### config.mk
export PLATFORM = sky130hd
export DESIGN_NAME = xfer_distributor
export DESIGN_NICKNAME = d
export VERILOG_FILES = /design/src/hdl/xfer_dist_pkg.sv /design/src/hdl/dist_arb_if.sv /design/src/hdl/multi_grant_rr_arbiter.sv /design/src/hdl/multi_xfer_distributor_core.sv /design/src/hdl/xfer_distributor.sv
export SDC_FILE = /design/constraint.sdc
export NUM_CORES = 1
export LEC_CHECK = 0
export BUFFER_PORTS_ARGS = -buffer_cell sky130_fd_sc_hd__buf_4
export CAP_MARGIN = 20
export CORE_MARGIN = 2
export CORE_UTILIZATION = 55
export DETAILED_ROUTE_END_ITERATION = 8
export PLACE_DENSITY = 0.78
export SETUP_SLACK_MARGIN = 0.3
export SLEW_MARGIN = 20
export SYNTH_ARGS = -nofsm -noshare
export SYNTH_HDL_FRONTEND = slang
export SYNTH_HIERARCHICAL = 1
export SYNTH_SLANG_ARGS = --single-unit
### constraint.sdc
create_clock -name clk -period 16.5 [get_ports clk]
set_input_delay 3.3 -clock clk [delete_from_list [all_inputs] [get_ports clk]]
set_output_delay 3.3 -clock clk [all_outputs]
set_load 0.02 [all_outputs]
### src/hdl/xfer_dist_pkg.sv
// ======================================
// Distributor sizes and shared types
// ======================================

package xfer_dist_pkg;

  // Symbol lanes offered on the push side per cycle
  localparam int num_symbols = 4;

  // Bits per symbol
  localparam int symbol_width = 8;

  // Independent output flows, never fewer than the symbol lanes
  localparam int num_flows = 6;

  // Enough bits to count 0 to num_symbols
  localparam int count_width = $clog2(num_symbols + 1);

  // Bits to index one flow, used by the priority pointer
  localparam int flow_idx_width = $clog2(num_flows);

  // Elaboration check of the lane/flow relation, evaluated in the core
  localparam bit flow_cfg_ok = (num_flows >= num_symbols);

  // Push counts, grant allowance and grant count
  typedef logic [count_width-1:0] count_t;

  typedef logic [flow_idx_width-1:0] flow_idx_t;

endpackage

### src/hdl/dist_arb_if.sv
// ======================================
// Core to arbiter link
// ======================================

`timescale 1ns/1ps

interface dist_arb_if;
  import xfer_dist_pkg::*;

  // Core side: one request per ready flow, and a cap on grants
  logic [num_flows-1:0] request;
  count_t grant_allowed;
  logic enable_priority_update;

  // Arbiter side
  logic [num_flows-1:0] grant;
  // Lane j picks the j-th granted flow in rotation order
  logic [num_symbols-1:0][num_flows-1:0] grant_ordered;
  count_t grant_count;

  modport core (
    output request,
    output grant_allowed,
    output enable_priority_update,
    input  grant,
    input  grant_ordered,
    input  grant_count
  );

  modport arbiter (
    input  request,
    input  grant_allowed,
    input  enable_priority_update,
    output grant,
    output grant_ordered,
    output grant_count
  );

endinterface

### src/hdl/multi_grant_rr_arbiter.sv
// ======================================
// Multi-grant round-robin arbiter
// ======================================

`timescale 1ns/1ps

module multi_grant_rr_arbiter (
  input logic clk,
  input logic rst,
  dist_arb_if.arbiter arb
);
  import xfer_dist_pkg::*;

  // Flow that has highest priority this cycle
  flow_idx_t priority_ptr;
  // Flow just after the last one granted this cycle
  flow_idx_t next_ptr;
  logic any_grant;

  // Circular scan starting at the pointer.
  // Grants go to the first requesters found, up to the allowance,
  // and lane order follows scan order.
  always_comb begin
    int flow;
    int given;

    arb.grant = '0;
    arb.grant_ordered = '0;
    next_ptr = priority_ptr;
    given = 0;

    for (int k = 0; k < num_flows; k++) begin
      flow = (int'(priority_ptr) + k) % num_flows;
      if (arb.request[flow] &&
          (given < int'(arb.grant_allowed)) &&
          (given < num_symbols)) begin
        arb.grant[flow] = 1'b1;
        arb.grant_ordered[given][flow] = 1'b1;
        given = given + 1;
        // Rotation resumes after this flow next time
        next_ptr = flow_idx_t'((flow + 1) % num_flows);
      end
    end

    arb.grant_count = count_t'(given);
  end

  assign any_grant = |arb.grant;

  // Pointer only moves when something was actually granted
  always_ff @(posedge clk) begin
    if (rst) begin
      priority_ptr <= '0;
    end else if (arb.enable_priority_update && any_grant) begin
      priority_ptr <= next_ptr;
    end
  end

  // Grants may only land on flows that asked for one
  grant_subset_of_request_a : assert property (
    @(posedge clk) disable iff (rst)
    (arb.grant & ~arb.request) == '0
  ) else $error("arbiter granted a flow without a request");

  // Reported count agrees with the grant vector seen by the core
  grant_count_matches_grant_a : assert property (
    @(posedge clk) disable iff (rst)
    int'(arb.grant_count) == $countones(arb.grant)
  ) else $error("grant_count does not match number of grants");

endmodule

### src/hdl/multi_xfer_distributor_core.sv
// ======================================
// Multi-transfer distributor core
// ======================================

`timescale 1ns/1ps

module multi_xfer_distributor_core (
  input  logic clk,
  input  logic rst,
  input  xfer_dist_pkg::count_t push_sendable,
  output xfer_dist_pkg::count_t push_receivable,
  input  logic [xfer_dist_pkg::num_symbols-1:0][xfer_dist_pkg::symbol_width-1:0]
    push_data,
  output logic [xfer_dist_pkg::num_flows-1:0] pop_valid,
  input  logic [xfer_dist_pkg::num_flows-1:0] pop_ready,
  output logic [xfer_dist_pkg::num_flows-1:0][xfer_dist_pkg::symbol_width-1:0]
    pop_data,
  dist_arb_if.core arb
);
  import xfer_dist_pkg::*;

  // Per flow, which push lane feeds it
  logic [num_flows-1:0][num_symbols-1:0] lane_sel;

  // Need at least as many flows as lanes so every symbol can go somewhere
  if (!flow_cfg_ok) begin : gen_bad_cfg
    $error("num_flows must be at least num_symbols");
  end

  // Ready flows compete, the offered count caps the grants
  assign arb.request = pop_ready;
  assign arb.grant_allowed = push_sendable;
  // Allowance and requests already qualify the update
  assign arb.enable_priority_update = 1'b1;

  assign pop_valid = arb.grant;
  assign push_receivable = arb.grant_count;

  // Flip lane-major ordered grants into flow-major selects
  for (genvar f = 0; f < num_flows; f++) begin : gen_lane_sel
    for (genvar j = 0; j < num_symbols; j++) begin : gen_lane
      assign lane_sel[f][j] = arb.grant_ordered[j][f];
    end
  end

  // AND-OR mux per flow, zero when the flow was not granted
  always_comb begin
    for (int f = 0; f < num_flows; f++) begin
      pop_data[f] = '0;
      for (int j = 0; j < num_symbols; j++) begin
        pop_data[f] |= push_data[j] & {symbol_width{lane_sel[f][j]}};
      end
    end
  end

  grant_count_within_allowed_a : assert property (
    @(posedge clk) disable iff (rst)
    arb.grant_count <= arb.grant_allowed
  ) else $error("arbiter granted more than allowed");

  // A flow never takes two lanes at once
  for (genvar f = 0; f < num_flows; f++) begin : gen_sel_checks
    lane_sel_onehot0_a : assert property (
      @(posedge clk) disable iff (rst)
      $onehot0(lane_sel[f])
    ) else $error("flow %0d selects more than one lane", f);
  end

  // No back-pressure on the pop side
  pop_valid_needs_ready_a : assert property (
    @(posedge clk) disable iff (rst)
    (pop_valid & ~pop_ready) == '0
  ) else $error("pop_valid raised on a flow that is not ready");

  push_receivable_within_ready_a : assert property (
    @(posedge clk) disable iff (rst)
    int'(push_receivable) <= $countones(pop_ready)
  ) else $error("push_receivable exceeds ready flows");

endmodule

### src/hdl/xfer_distributor.sv
// ======================================
// Multi-transfer distributor top
// ======================================

`timescale 1ns/1ps

module xfer_distributor (
  input  logic clk,
  input  logic rst,

  // Push side, valid lanes packed low
  input  xfer_dist_pkg::count_t push_sendable,
  output xfer_dist_pkg::count_t push_receivable,
  input  logic [xfer_dist_pkg::num_symbols-1:0][xfer_dist_pkg::symbol_width-1:0]
    push_data,

  // Pop side, one symbol per flow per cycle
  output logic [xfer_dist_pkg::num_flows-1:0] pop_valid,
  input  logic [xfer_dist_pkg::num_flows-1:0] pop_ready,
  output logic [xfer_dist_pkg::num_flows-1:0][xfer_dist_pkg::symbol_width-1:0]
    pop_data
);

  dist_arb_if arb_if ();

  multi_xfer_distributor_core u_core (
    .clk             (clk),
    .rst             (rst),
    .push_sendable   (push_sendable),
    .push_receivable (push_receivable),
    .push_data       (push_data),
    .pop_valid       (pop_valid),
    .pop_ready       (pop_ready),
    .pop_data        (pop_data),
    .arb             (arb_if.core)
  );

  // Holds the only state, the rotation pointer
  multi_grant_rr_arbiter u_arbiter (
    .clk (clk),
    .rst (rst),
    .arb (arb_if.arbiter)
  );

endmodule

==> flow_summary_export.csv <==
group,metric,value,unit
cts,clock_sinks,3,
route,via_per_inst,7.15,
critical_path,cpMaxStageDelayCell,"a2111oi_4",
yosys,synthFlopType,"dfxtp_1",
job,max-cap-violations,0,
route,drc,0,
critical_path,crit_fanout,14,
cts,clockRootBuffer,"clkbuf_8",
critical_path,cp_slowest_stage_delay,0.47,ns
route,routed_wl,22.8,mm
cells_and_area,nFillCells,1029,
yosys,synth.avg_cell_area,6.83,um^2
yosys,ys_warn_count,6,
route,antenna_left,0,
global_route,grt-ovfl-total,0,
cells_and_area,areaGrowthSynthToFinish,11.1,%
timing,fin_skew,0.000396,ns
yosys,syn-cell-area,6100,um^2
cells_and_area,drive_gt1_frac,0.195,
yosys,synth_edf_count,0,
floorplan,rows,38,
global_route,grt_pass1_wl,35.3,mm
timing,finalSetupViolations,0,
floorplan,dieArea,11900,um^2
yosys,ys_types,102,
critical_path,cp-end-kind,"output port",
cells_and_area,diodes,0,
timing,period_needed,15.54,ns
critical_path,crit_required,13.20,ns
yosys,synth_cells,893,
global_route,antenna_found_initial,0,
critical_path,critPathLaunchType,"input pin",
global_route,first_global_vias,6786,
timing,timing.fmax,64.4,MHz
cts,htreeDepth,1,
hold_path,hold_path_class,"reg2reg",
timing,finalHoldViolCount,0,
timing,worst_slack,0.961,ns
placed_design,detailed_place_hpwl,17.3,mm
cts,cts_tree,"built",
placed_design,place_ws,0.0297,ns
global_route,grt_max_degree,39,
route,drt-pass1-iter-count,7,
cells_and_area,largest_register_ffs,3,
cts,clkTransAtPathRegs,0.03,ns
cts,clock_latency,0.21,ns
timing,drv_slew,0,
cts,cts_buffer_depth,2,
route,wl_per_cell,21.1,um
route,vias,7743,
timing,worstMarginPinSlew,1.16,ns
floorplan,coreArea,10800,um^2
timing,max_slew_margin,0.220,
cells_and_area,top_register,"u_arbiter/priority_ptr",
critical_path,crit_type,"in2out",
critical_path,cpMostUsedCell,"buf_4",
route,drtIter0Drc,1249,
cts,numCtsBuffers,3,
timing,rsz0062_at_grt,"no",
outcome,status,"finished clean",
cells_and_area,top_regs,"u_arbiter/priority_ptr (3)",
floorplan,start_util,0.563,
yosys,ys_ff_latch,3,
critical_path,crit_arrival,12.24,ns
floorplan,io_pins,100,
yosys,synthesis.nets,985,
cells_and_area,nNetsFinal,1036,
cells_and_area,seq_area,60.1,um^2
floorplan,die_y,109,um
placed_design,port_buffers,99,
timing,post-route-period-util,0.942,
critical_path,cpLargestDelayFamily,"compound AO/OA/AOI/OAI gates",
timing,finalSetupTns,0,ns
yosys,async_flop_share,0,
floorplan,die_w,109,um
placed_design,gp_congestion,1.11,
yosys,yosysSeqAreaShare,0.00985,
critical_path,path_buf_inv,7,
global_route,grtUsageTotal,0.369,
cells_and_area,multiInputGateArea,5470,um^2
-- cell families after synthesis --
group	count (synthesis)	share of synthesized area
AND/OR/NAND/NOR	330	0.268
XOR/XNOR	12	0.0185
AO/OA/AOI/OAI	348	0.429
buffers and inverters	111	0.101
multiplexers	39	0.0718
adder cells (fa/ha/maj)	49	0.101
flip-flops	3	0.00985
other	1	0.000615
-- worst reg2reg max path, delay by kind of cell (launching register included) --
kind / cells / cell delay (ns)
mux: 2 / 0.64
fa+ha+maj: 9 / 2.65
compound gates: 19 / 4.41
simple gates: 24 / 4.23
flops: 1 / 0.49
buf+inv: 4 / 0.51
xor+xnor: 3 / 0.74
-- cell type report --
type | count | area share
clock buffers | 4 | 0.00665
inverters | 39 | 0.0216
multi-input cells | 780 | 0.807
flip-flops and latches | 3 | 0.00887
well taps | 140 | 0.0259
repair buffers | 117 | 0.130
-- cells in the final DEF (no fill, tap or decap), types with 20 or more instances in the layout --
master    instances
nor3_1           20
mux2i_1          23
inv_1            36
o211ai_1         22
buf_4           117
a21oi_1          36
a22oi_1         103
nor2_1           67
ha_1             48
a31oi_1          22
o21ai_0          37
nand2_1         119
-- per-layer routing --
metal | share of wire | vias to the layer above | routed length (um) | GRT usage
met5 | 0 | - | 0 | 0
li1 | - | 3520 | - | -
met3 | 0.12 | 112 | 2820 | 0.0628
met2 | 0.44 | 591 | 10100 | 0.584
met4 | 0.045 | 0 | 1030 | 0.137
met1 | 0.39 | 3520 | 8900 | 0.501
-- synth_stat cells (all sizes together), types with 12 or more instances --
cell / n / area (um^2)
a21oi: 42 / 233
a22oi: 104 / 795
a31oi: 23 / 150
and2: 16 / 103
buf: 59 / 423
clkbuf: 13 / 48.8
ha: 49 / 613
inv: 39 / 146
mux2: 13 / 158
mux2i: 25 / 258
nand2: 119 / 447
nand2b: 12 / 77.6
nand3: 19 / 100
nor2: 70 / 270
nor2b: 12 / 75.1
nor3: 21 / 105
o211ai: 24 / 190
o21ai: 47 / 250
or3: 13 / 81.3
-- final timing paths --
kind,start,to,slack (ns),cells past startpoint
worst max-delay path,pop_ready[0],pop_data[41],0.96,41
worst min-delay path,u_arbiter/priority_ptr[0]$_SDFFE_PP0P_,u_arbiter/priority_ptr[0]$_SDFFE_PP0P_,0.86,3
worst max register to register,u_arbiter/priority_ptr[1]$_SDFFE_PP0P_,u_arbiter/priority_ptr[2]$_SDFFE_PP0P_,2.77,61
worst min register to register,u_arbiter/priority_ptr[0]$_SDFFE_PP0P_,u_arbiter/priority_ptr[0]$_SDFFE_PP0P_,0.86,3
-- timing repair --
item / 4_1_cts / 5_1_grt
setup endpoints to repair: 1 / 56
gates resized for setup: 1 / 10
gates cloned: 0 / 1
setup buffers: 0 / 6
pin swaps: 0 / 3
hold buffers: 0 / 0
-- stage by stage --
| step | cell area [um^2] | hold slack [ns] | utilization | cells |
|---|---|---|---|---|
| global placement | 6640 | 0.856 | 0.612 | 1072 |
| detailed placement | 6640 | 0.851 | 0.612 | 1072 |
| CTS | 6690 | 0.857 | 0.617 | 1076 |
| floorplan | 6100 | 0.810 | - | 893 |
| global route | 6770 | 0.904 | 0.625 | 1083 |
| finish | 6770 | 0.864 | 0.625 | 1083 |
Power is not shown: default switching activity piles up to over one toggle a cycle in this logic, so the estimate is an artifact.
